### config.mk
export PLATFORM = sky130hd
export DESIGN_NAME = axi_crossbar
export DESIGN_NICKNAME = d
export VERILOG_FILES = /design/src/design/xbar_pkg.sv /design/src/design/axi_crossbar.sv /design/src/design/xbar_read_path.sv /design/src/design/xbar_write_path.sv
export SDC_FILE = /design/constraint.sdc
export NUM_CORES = 1
export LEC_CHECK = 0
export BUFFER_PORTS_ARGS = -buffer_cell sky130_fd_sc_hd__clkbuf_2
export CELL_PAD_IN_SITES_DETAIL_PLACEMENT = 0
export CELL_PAD_IN_SITES_GLOBAL_PLACEMENT = 1
export CORE_AREA = 2 2 316 318
export DETAILED_ROUTE_END_ITERATION = 16
export DIE_AREA = 0 0 318 320
export HOLD_SLACK_MARGIN = 0.1
export PLACE_DENSITY = 0.34
export SYNTH_ARGS = -nofsm -noshare
export SYNTH_HDL_FRONTEND = slang
export SYNTH_SLANG_ARGS = --single-unit
### constraint.sdc
create_clock -name clk -period 4.1 [get_ports clk]
set_input_delay 0.205 -clock clk [delete_from_list [all_inputs] [get_ports clk]]
set_output_delay 0.205 -clock clk [all_outputs]
set_load 0.01 [all_outputs]
### src/design/xbar_pkg.sv
package xbar_pkg;

    localparam int AXI_ADDR_W   = 64;
    localparam int AXI_DATA_W   = 64;
    localparam int AXI_ID_W     = 4;
    localparam int AXI_STRB_W   = AXI_DATA_W / 8;
    localparam int AXI_LEN_W    = 8;

    localparam int MMIO_SEL_BIT = 29;   // addr bit, set means mmio
    localparam int ID_LS_BIT    = 0;    // id bit, set means ls master

    typedef enum logic {
        TGT_MEM  = 1'b0,
        TGT_MMIO = 1'b1
    } target_e;

    // shared by AR and AW
    typedef struct packed {
        logic [AXI_ADDR_W-1:0] addr;
        logic [AXI_ID_W-1:0]   id;
        logic [AXI_LEN_W-1:0]  len;
        logic [2:0]            size;
        logic [1:0]            burst;
    } axi_addr_req_t;

    typedef struct packed {
        logic [AXI_DATA_W-1:0] data;
        logic [AXI_STRB_W-1:0] strb;
        logic                  last;
    } axi_w_beat_t;

    typedef struct packed {
        logic [1:0]          resp;
        logic [AXI_ID_W-1:0] id;
    } axi_b_resp_t;

    typedef struct packed {
        logic [AXI_DATA_W-1:0] data;
        logic [1:0]            resp;
        logic                  last;
        logic [AXI_ID_W-1:0]   id;
    } axi_r_beat_t;

endpackage

### src/design/axi_crossbar.sv
`timescale 1ns/10ps

module axi_crossbar (
    input  logic                    clk,
    input  logic                    arst_n_i,
    input  logic                    instr_fetching_i,
    // if master, reads only
    input  logic                    if_ar_valid_i,
    input  xbar_pkg::axi_addr_req_t if_ar_i,
    output logic                    if_ar_ready_o,
    output logic                    if_r_valid_o,
    input  logic                    if_r_ready_i,
    // ls master
    input  logic                    ls_ar_valid_i,
    input  xbar_pkg::axi_addr_req_t ls_ar_i,
    output logic                    ls_ar_ready_o,
    output logic                    ls_r_valid_o,
    input  logic                    ls_r_ready_i,
    output xbar_pkg::axi_r_beat_t   r_o,                // r payload to either master
    input  logic                    ls_aw_valid_i,
    input  xbar_pkg::axi_addr_req_t ls_aw_i,
    output logic                    ls_aw_ready_o,
    input  logic                    ls_w_valid_i,
    input  xbar_pkg::axi_w_beat_t   ls_w_i,
    output logic                    ls_w_ready_o,
    output logic                    ls_b_valid_o,
    output xbar_pkg::axi_b_resp_t   ls_b_o,
    input  logic                    ls_b_ready_i,
    // slave side, read
    output logic                    mem_ar_valid_o,
    input  logic                    mem_ar_ready_i,
    output logic                    mmio_ar_valid_o,
    input  logic                    mmio_ar_ready_i,
    output xbar_pkg::axi_addr_req_t slv_ar_o,
    input  logic                    mem_r_valid_i,
    input  xbar_pkg::axi_r_beat_t   mem_r_i,
    output logic                    mem_r_ready_o,
    input  logic                    mmio_r_valid_i,
    input  xbar_pkg::axi_r_beat_t   mmio_r_i,
    output logic                    mmio_r_ready_o,
    // slave side, write
    output logic                    mem_aw_valid_o,
    input  logic                    mem_aw_ready_i,
    output logic                    mmio_aw_valid_o,
    input  logic                    mmio_aw_ready_i,
    output xbar_pkg::axi_addr_req_t slv_aw_o,
    output logic                    mem_w_valid_o,
    input  logic                    mem_w_ready_i,
    output logic                    mmio_w_valid_o,
    input  logic                    mmio_w_ready_i,
    output xbar_pkg::axi_w_beat_t   slv_w_o,
    input  logic                    mem_b_valid_i,
    input  xbar_pkg::axi_b_resp_t   mem_b_i,
    output logic                    mem_b_ready_o,
    input  logic                    mmio_b_valid_i,
    input  xbar_pkg::axi_b_resp_t   mmio_b_i,
    output logic                    mmio_b_ready_o
);

    // port names match the paths one to one
    xbar_read_path i_read_path (.*);

    xbar_write_path i_write_path (.*);

endmodule

### src/design/xbar_read_path.sv
`timescale 1ns/10ps

module xbar_read_path (
    input  logic                    clk,
    input  logic                    arst_n_i,
    input  logic                    instr_fetching_i,   // if owns AR when high
    // masters
    input  logic                    if_ar_valid_i,
    input  xbar_pkg::axi_addr_req_t if_ar_i,
    output logic                    if_ar_ready_o,
    input  logic                    ls_ar_valid_i,
    input  xbar_pkg::axi_addr_req_t ls_ar_i,
    output logic                    ls_ar_ready_o,
    output logic                    if_r_valid_o,
    input  logic                    if_r_ready_i,
    output logic                    ls_r_valid_o,
    input  logic                    ls_r_ready_i,
    output xbar_pkg::axi_r_beat_t   r_o,                // shared by both masters
    // slaves
    output logic                    mem_ar_valid_o,
    input  logic                    mem_ar_ready_i,
    output logic                    mmio_ar_valid_o,
    input  logic                    mmio_ar_ready_i,
    output xbar_pkg::axi_addr_req_t slv_ar_o,
    input  logic                    mem_r_valid_i,
    input  xbar_pkg::axi_r_beat_t   mem_r_i,
    output logic                    mem_r_ready_o,
    input  logic                    mmio_r_valid_i,
    input  xbar_pkg::axi_r_beat_t   mmio_r_i,
    output logic                    mmio_r_ready_o
);

    xbar_pkg::axi_addr_req_t sel_ar;
    logic                    sel_ar_valid;
    xbar_pkg::target_e       ar_tgt;
    logic                    slv_ar_ready;
    logic                    ar_ready;
    logic                    ar_hs;
    logic                    rd_busy_q;
    xbar_pkg::target_e       rd_tgt_q;
    logic                    r_valid;
    logic                    r_to_ls;
    logic                    r_ready;
    logic                    r_done;

    // master select
    assign sel_ar       = instr_fetching_i ? if_ar_i       : ls_ar_i;
    assign sel_ar_valid = instr_fetching_i ? if_ar_valid_i : ls_ar_valid_i;
    assign slv_ar_o     = sel_ar;

    // target decode
    assign ar_tgt = sel_ar.addr[xbar_pkg::MMIO_SEL_BIT] ? xbar_pkg::TGT_MMIO
                                                        : xbar_pkg::TGT_MEM;

    assign mem_ar_valid_o  = sel_ar_valid & ~rd_busy_q & (ar_tgt == xbar_pkg::TGT_MEM);
    assign mmio_ar_valid_o = sel_ar_valid & ~rd_busy_q & (ar_tgt == xbar_pkg::TGT_MMIO);

    assign slv_ar_ready = (ar_tgt == xbar_pkg::TGT_MMIO) ? mmio_ar_ready_i : mem_ar_ready_i;
    assign ar_ready     = slv_ar_ready & ~rd_busy_q;   // blocked while a read is open
    assign if_ar_ready_o = instr_fetching_i & ar_ready;
    assign ls_ar_ready_o = ~instr_fetching_i & ar_ready;

    assign ar_hs = (mem_ar_valid_o & mem_ar_ready_i) | (mmio_ar_valid_o & mmio_ar_ready_i);

    // response from the latched slave only
    assign r_o     = (rd_tgt_q == xbar_pkg::TGT_MMIO) ? mmio_r_i : mem_r_i;
    assign r_valid = rd_busy_q & ((rd_tgt_q == xbar_pkg::TGT_MMIO) ? mmio_r_valid_i
                                                                   : mem_r_valid_i);
    assign r_to_ls = r_o.id[xbar_pkg::ID_LS_BIT];

    assign if_r_valid_o = r_valid & ~r_to_ls;
    assign ls_r_valid_o = r_valid & r_to_ls;
    assign r_ready      = r_to_ls ? ls_r_ready_i : if_r_ready_i;

    assign mem_r_ready_o  = rd_busy_q & (rd_tgt_q == xbar_pkg::TGT_MEM) & r_ready;
    assign mmio_r_ready_o = rd_busy_q & (rd_tgt_q == xbar_pkg::TGT_MMIO) & r_ready;

    assign r_done = r_valid & r_ready & r_o.last;

    always_ff @(posedge clk or negedge arst_n_i) begin
        if (!arst_n_i) begin
            rd_busy_q <= 1'b0;
            rd_tgt_q  <= xbar_pkg::TGT_MEM;
        end else if (ar_hs) begin
            rd_busy_q <= 1'b1;
            rd_tgt_q  <= ar_tgt;
        end else if (r_done) begin
            rd_busy_q <= 1'b0;   // last beat taken
        end
    end

endmodule

### src/design/xbar_write_path.sv
`timescale 1ns/10ps

module xbar_write_path (
    input  logic                    clk,
    input  logic                    arst_n_i,
    // ls master
    input  logic                    ls_aw_valid_i,
    input  xbar_pkg::axi_addr_req_t ls_aw_i,
    output logic                    ls_aw_ready_o,
    input  logic                    ls_w_valid_i,
    input  xbar_pkg::axi_w_beat_t   ls_w_i,
    output logic                    ls_w_ready_o,
    output logic                    ls_b_valid_o,
    output xbar_pkg::axi_b_resp_t   ls_b_o,
    input  logic                    ls_b_ready_i,
    // slaves
    output logic                    mem_aw_valid_o,
    input  logic                    mem_aw_ready_i,
    output logic                    mmio_aw_valid_o,
    input  logic                    mmio_aw_ready_i,
    output xbar_pkg::axi_addr_req_t slv_aw_o,
    output logic                    mem_w_valid_o,
    input  logic                    mem_w_ready_i,
    output logic                    mmio_w_valid_o,
    input  logic                    mmio_w_ready_i,
    output xbar_pkg::axi_w_beat_t   slv_w_o,
    input  logic                    mem_b_valid_i,
    input  xbar_pkg::axi_b_resp_t   mem_b_i,
    output logic                    mem_b_ready_o,
    input  logic                    mmio_b_valid_i,
    input  xbar_pkg::axi_b_resp_t   mmio_b_i,
    output logic                    mmio_b_ready_o
);

    xbar_pkg::target_e aw_tgt;
    logic              aw_hs;
    logic              wr_busy_q;
    xbar_pkg::target_e wr_tgt_q;
    logic              wr_to_mem;
    logic              wr_to_mmio;
    logic              b_hs;

    assign aw_tgt = ls_aw_i.addr[xbar_pkg::MMIO_SEL_BIT] ? xbar_pkg::TGT_MMIO
                                                         : xbar_pkg::TGT_MEM;

    assign slv_aw_o        = ls_aw_i;
    assign mem_aw_valid_o  = ls_aw_valid_i & ~wr_busy_q & (aw_tgt == xbar_pkg::TGT_MEM);
    assign mmio_aw_valid_o = ls_aw_valid_i & ~wr_busy_q & (aw_tgt == xbar_pkg::TGT_MMIO);
    assign ls_aw_ready_o   = ~wr_busy_q & ((aw_tgt == xbar_pkg::TGT_MMIO) ? mmio_aw_ready_i
                                                                          : mem_aw_ready_i);

    assign aw_hs = ls_aw_valid_i & ls_aw_ready_o;

    // W and B follow the latched target
    assign wr_to_mem  = wr_busy_q & (wr_tgt_q == xbar_pkg::TGT_MEM);
    assign wr_to_mmio = wr_busy_q & (wr_tgt_q == xbar_pkg::TGT_MMIO);

    assign slv_w_o        = ls_w_i;
    assign mem_w_valid_o  = wr_to_mem & ls_w_valid_i;
    assign mmio_w_valid_o = wr_to_mmio & ls_w_valid_i;
    assign ls_w_ready_o   = (wr_to_mem & mem_w_ready_i) | (wr_to_mmio & mmio_w_ready_i);

    assign ls_b_o         = (wr_tgt_q == xbar_pkg::TGT_MMIO) ? mmio_b_i : mem_b_i;
    assign ls_b_valid_o   = (wr_to_mem & mem_b_valid_i) | (wr_to_mmio & mmio_b_valid_i);
    assign mem_b_ready_o  = wr_to_mem & ls_b_ready_i;
    assign mmio_b_ready_o = wr_to_mmio & ls_b_ready_i;

    assign b_hs = ls_b_valid_o & ls_b_ready_i;

    always_ff @(posedge clk or negedge arst_n_i) begin
        if (!arst_n_i) begin
            wr_busy_q <= 1'b0;
            wr_tgt_q  <= xbar_pkg::TGT_MEM;
        end else if (aw_hs) begin
            wr_busy_q <= 1'b1;
            wr_tgt_q  <= aw_tgt;
        end else if (b_hs) begin
            wr_busy_q <= 1'b0;   // write closed by B
        end
    end

endmodule

Yosys cells after proc, flatten, opt, wreduce, memory -nomap -nowiden
Index checks and enable logic that the tools add are counted.
- multiplexer cells: 14
- reduce and logical (&&, ||, !) cells: 2
- bitwise gates (word level): 44
- operators with widths (kind ; count):
    $mux 81 ; 1
    $mux 71 ; 1
    $and 1x1->1 ; 33
    $mux 1 ; 11
    $not 1->1 ; 8
    $mux 6 ; 1
    $reduce_bool 2->1 ; 2
    $or 1x1->1 ; 3
- register bits: 4
- input bits: 490
- output and inout port bits: 329

Depth between registers and ports, before layout
Gate-level depths: netlist (run 1).
- depth in word-level cells: 7
- gate-level depth with buffers: 6

Hierarchy
Synthesis (run 1) repeated with hierarchy kept, for this count alone.
- cell total of the unflattened synthesis: 389
- area total of the unflattened synthesis: 3509.6 um2
- by module, submodules not included (module ; cells an instance ; seq. area each (um2) ; area an instance (um2) ; instances):
    xbar_read_path ; 203 ; 50.0 ; 2069.5 ; 1
    xbar_write_path ; 186 ; 50.0 ; 1440.1 ; 1

Least setup slack after synthesis (run 1)
No wires, ideal clock.
- path kind: reg2out
- start point: register i_read_path.rd_tgt_q
- end point: output r_o[36] (netlist bit)
- cell stages (with the launch flop): 5
- buffers on the path: 3
- setup slack: 2.688 ns
- required time: 3.895 ns
- data arrival time: 1.207 ns
- cell sequence: dfrtp_1 > buf_6 > buf_2 > buf_2 > mux2_2
- RTL lines (element ; line ; RTL):
    start: declaration ; xbar_read_path.sv:40 ; xbar_pkg::target_e rd_tgt_q;
    start signal: assignment ; xbar_read_path.sv:83 ; rd_tgt_q <= xbar_pkg::TGT_MEM;
    start signal: assignment ; xbar_read_path.sv:86 ; rd_tgt_q <= ar_tgt;
    end: declaration ; axi_crossbar.sv:19 ; output xbar_pkg::axi_r_beat_t r_o,

==> results of run 1 <==
[worst register-to-register path, cell delays in order, from the launching register on]
cell and delay, ps:
dfrtp_4 780, mux2_4 430, mux2_4 340, o221ai_2 180
[final timing paths]
path	end	slack [ps]
max in group asynchronous	i_read_path.rd_tgt_q	3390
min in group asynchronous	i_write_path.wr_busy_q	480
min reg2reg	i_write_path.wr_busy_q	750
max	r_o[67]	1840
max reg2reg	i_read_path.rd_busy_q	2270
min	i_read_path.rd_tgt_q	260
[logic make-up after synthesis]
family,after synthesis
AND/OR/NAND/NOR,28
flip-flops,4
buffers and inverters,178
AO/OA/AOI/OAI,9
multiplexers,168
[per-layer routing]
layer / GRT usage (%) / wire [µm] / vias up
met5: 0 / 10 / -
met3: 2.88 / 3720 / 74
met1: 4.72 / 9200 / 1816
met4: 3.48 / 1940 / 2
met2: 8.73 / 13000 / 486
li1: - / - / 1881
[state kept, by name, summed over array words and instances, names as in the netlist]
signal / flops
i_read_path.rd_busy_q: 1
i_write_path.wr_tgt_q: 1
i_read_path.rd_tgt_q: 1
i_write_path.wr_busy_q: 1
[cells in the final DEF (no fill, tap or decap), drive strengths merged, types with 2 or more instances in the layout]
cell    synthesis  layout
nor3            2       2
o31ai           2       2
o21ai           4       4
inv             4       4
and3            4       4
mux2i           8       8
nand2           8       8
nor2b           3       3
diode           0       5
nor2            8       8
buf           173       6
o211ai          2       2
mux2          160     160
clkbuf          1     515
dfrtp           4       4
[power breakdown]
group	internal [W]	total, W	switching [W]
registers	0.0000532	0.000102	0.0000485
logic	0.000450	0.000883	0.000433
clock network	0.000130	0.000175	0.0000447
total	0.000634	0.00116	0.000526
[final cells by class]
cell class              instances  area (µm²)  area share [%]
well taps                    1287        1610            24.7
clock buffers                   4        78.8            1.21
diodes                          5        12.5           0.192
inverters                       4        15.0           0.230
multi-input cells             205        2090            32.0
repair buffers                518        2610            40.1
flip-flops and latches          4         104            1.59
[through the flow]
step | total power (W) | util (%)
2_1_floorplan | 0.000668 | -
3_3_place_gp | 0.00102 | 6.55
3_5_place_dp | 0.00101 | 6.55
4_1_cts | 0.00121 | 6.64
5_1_grt | 0.00126 | 6.65
6_report | 0.00116 | 6.65
==> qor.yml, run 1 <==
global_route:
  grt_max_degree: 43
  track_usage_pct: 5.15
  overflow: 0
  grt_antenna_before_repair: 9
  grt_pass1_vias: 4595
  grt_first_pass_wirelength_mm: 35.7
clocking:
  cts.clk_slew.worst_paths_ps: 40
  htree_levels: 1
  cts_tree: "done"
  clk_path_buf_depth: 2
  cts_buffers: 3
  insertion_delay_ps: 240
  cts_resized: 0
  cts_num_sinks: 4
  postCtsHoldBufs: 1
  clock-root-buffer: "clkbuf_16"
  post_cts_buffers: 0
floorplanning:
  pin_count: 819
  fp.dieW_um: 318
  die_h_um: 320
  start_util_pct: 3.54
  num_rows: 115
  dieArea_um2: 102000
  core_region_area_um2: 98000
timing:
  setup_tns_ps: 0
  fmax_ghz: 0.442
  fin_crit_sh_pct: 55.2
  layout_setup_ws_ps: 1840
  fin_skew_ps: 0.348
  hold_violations: 0
  grt_setup_unrepaired: "no"
  tightest_slew_ps: 602
  setup_viol: 0
  drv_slew: 0
  relSlewSlack_pct: 59.8
  worst_hold_slack_ps: 260
  min_period_ps: 2260
logic_synthesis:
  synth_compound_gate_area_share_pct: 1.88
  synth_top_cell_by_area: "mux2_2"
  synth-edff-count: 0
  synth_nets: 877
  ys_types: 21
  synth_area_leaders: "mux2_2 (51%), buf_4 (34%), dfrtp_1 (2.9%)"
  ys_seq_elements: 4
  ys.flop_type: "dfrtp_1"
  yosysMostFrequentCell: "mux2_2"
  async_flop_share_pct: 100
  yosys.area_share.simple_pct: 3.79
  synth_area_um2: 3460
  ys_seq_area_share_pct: 2.89
  synthMuxAreaShare_pct: 54.5
  synth.avg_cell_area_um2: 8.95
  synth_xor_area_share_pct: 0
  syn_inst: 387
  yosysWarnings: 0
  synth_top_area_share_pct: 51.4
  ys_top_cells_by_count: "mux2_2 (158), buf_4 (155), buf_2 (17)"
  synth-adder-area-share_pct: 0
  synth_top_family_by_area: "multiplexers"
worst_setup_path:
  path_max_fanout: 42
  r2r_cells: 3
  crit_type: "flip-flop to primary output"
  crit_path_cell_trace: "buf_4 -> mux2_2 -> clkbuf_2"
  crit_family: "flip-flops"
  end_kind: "primary output"
  crit_start: "i_read_path.rd_tgt_q"
  cp-start-kind: "flip-flop"
  crit_arrival_ps: 2060
  rr_startpoint: "i_read_path.rd_tgt_q"
  cpPeakStageDelay_ps: 780
  critPathBufInv: 2
  critPathSlowestCell: "dfrtp_4"
  crit_cells: 3
  required_ps: 3890
route:
  drc_errors: 0
  drt-vias-per-instance: 2.10
  wl_per_cell_um: 13.7
  firstDrtPassIters: 4
  wl_mm: 27.8
  drtAntennaViolNets: 0
  drt-initial-drc-count: 88
  via_count: 4259
place:
  placed_cell_area_um2: 6420
  port_buffers: 512
  place_hpwl_mm: 25.7
  gp_congestion: 0.865
  dp.cells: 2017
  post-place-ws_ps: 2020
cells_and_area:
  final_area_um2: 6520
  drive_gt1_share_pct: 92.9
  syn2layout_area_growth_pct: 88.2
  final_cells: 2027
  layout.nets: 1226
  fillers: 11572
status:
  outcome: "finished clean"
power:
  vdd_drop_max_mv: 0.0821
  p_leak_nw: 3.06
  powerDensity_nw_per_um2: 178
run:
  drv_cap: 0
worst_hold_path:
  worstHoldStart: "mmio_ar_ready_i"
  hold_path_class: "primary input to flip-flop"
  holdPathStages: 3
Note: power is estimated with default switching activity, not from simulation.
==> run 2, diff against run 1 <==
Settings changed: CORE_AREA 2 2 316 318 to 2 2 320 322, DIE_AREA 0 0 318 320 to 0 0 322 324, PLACE_DENSITY 0.34 to 0.33.
Clock period 4.1 ns to 2.1 ns, I/O delays scaled along.
==> run 2 against run 1 <==
Compared with the run above: via count grew 0.80%; highest routed layer unchanged; routed wire length up 5.0%; design area grew 0.88%; sequential share of layout area about the same.
==> qor.yml, run 2 (same netlist as run 1, synthesis figures left out) <==
status:
  outcome: "finished clean"
clocking:
  insertion_delay_ps: 230
  cts_resized: 0
  clock-root-buffer: "clkbuf_16"
  postCtsHoldBufs: 1
  htree_levels: 1
  cts.clk_slew.worst_paths_ps: 40
  cts_buffers: 3
  clk_path_buf_depth: 2
  cts_num_sinks: 4
  post_cts_buffers: 0
  cts_tree: "done"
cells_and_area:
  final_cell_mix: "clkbuf_2 (511), mux2_2 (158), mux2i_1 (8), nand2_1 (8), nor2_1 (8)"
  syn2layout_area_growth_pct: 89.8
  layout.nets: 1228
  drive_gt1_share_pct: 92.9
  utilization_pct: 6.51
  final_area_um2: 6580
  layout_commonest_cell: "clkbuf_2"
worst_setup_path:
  rr_startpoint: "i_read_path.rd_tgt_q"
  reg2reg_setup_slack_ps: 370
  critical_path.reg2reg.endpoint: "i_read_path.rd_busy_q"
  path_max_fanout: 32
  r2r_cells: 3
  required_ps: 2000
  cp-start-kind: "flip-flop"
  crit_arrival_ps: 1750
  crit_type: "flip-flop to primary output"
  end_kind: "primary output"
power:
  p_leak_nw: 3.08
  vdd_drop_max_mv: 0.180
  total_power_w: 0.00236
  powerDensity_nw_per_um2: 358
route:
  drt-vias-per-instance: 2.10
  drt-initial-drc-count: 44
  wl_per_cell_um: 14.3
  drtAntennaViolNets: 0
  firstDrtPassIters: 4
  via_count: 4293
  wl_mm: 29.2
  drc_errors: 0
run:
  drv_cap: 0
place:
  place_hpwl_mm: 27.6
  placed_cell_area_um2: 6480
  port_buffers: 512
  gp_congestion: 0.777
worst_hold_path:
  holdPathStages: 3
  hold_path_class: "primary input to flip-flop"
  worstHoldStart: "ls_aw_i[46]"
  hold_end: "i_write_path.wr_tgt_q"
global_route:
  overflow: 0
  track_usage_pct: 5.09
  grt_antenna_before_repair: 12
  grt_first_pass_wirelength_mm: 35.1
  grt_pass1_vias: 4214
  grt_max_degree: 81
floorplanning:
  start_util_pct: 3.43
  die_h_um: 324
  core_region_area_um2: 101000
  dieArea_um2: 104000
  pin_count: 819
  fp.dieW_um: 322
  num_rows: 117
timing:
  hold_violations: 0
  setup_viol: 0
  drv_slew: 0
  fmax_ghz: 0.540
  min_period_ps: 1850
  grt_setup_unrepaired: "no"
  fin_skew_ps: 0.0466
  tightest_slew_ps: 586
  fin_crit_sh_pct: 88.1
  relSlewSlack_pct: 59.8
  setup_tns_ps: 0
==> run 2: cell type report <==
| cell class | count | area, µm² |
|---|---|---|
| Antenna cell | 1 | 2.50 |
| Clock buffer | 4 | 78.8 |
| Sequential cell | 4 | 104 |
| Tap cell | 1309 | 1640 |
| Timing Repair Buffer | 520 | 2650 |
| Inverter | 4 | 15.0 |
| Multi-Input combinational cell | 205 | 2090 |
| Fill cell | 11955 | 94400 |
==> run 2: critical path, cell delays in order (launching register included) <==
cell      delay, ps
dfrtp_4         510
buf_4           390
mux2_2          400
clkbuf_2        180
==> run 2: worst max path at each step <==
stage | endpoint | start
6_report | r_o[8] | i_read_path.rd_tgt_q
5_1_grt | r_o[8] | i_read_path.rd_tgt_q
4_1_cts | ls_r_valid_o | i_read_path.rd_tgt_q
3_5_place_dp | i_read_path.rd_busy_q | i_read_path.rd_tgt_q
3_3_place_gp | i_read_path.rd_busy_q | i_read_path.rd_tgt_q
2_1_floorplan | i_read_path.rd_busy_q | i_read_path.rd_tgt_q
==> run 2: power breakdown <==
| part | internal [W] | switching, W |
|---|---|---|
| Sequential | 0.000104 | 0.000109 |
| Combinational | 0.000901 | 0.000922 |
| Clock | 0.000252 | 0.0000676 |
| Total | 0.00126 | 0.00110 |
==> run 2: layer usage <==
metal / part of all wire, % / track usage, % / wire length [µm] / up-vias
met5: 0.21 / 0 / 62 / -
met4: 4.7 / 2.36 / 1370 / 10
met3: 15 / 2.69 / 4240 / 69
met2: 45 / 8.51 / 13000 / 491
met1: 36 / 5.25 / 10500 / 1842
li1: - / - / - / 1881
==> run 2: stage by stage <==
stage	hold slack [ps]	cells	setup slack (ps)
after floorplan	-191	387	782
after global placement	-34.1	2041	424
after detailed placement	-36.7	2041	379
after CTS	198	2046	242
after global routing	210	2047	190
final	197	2047	250
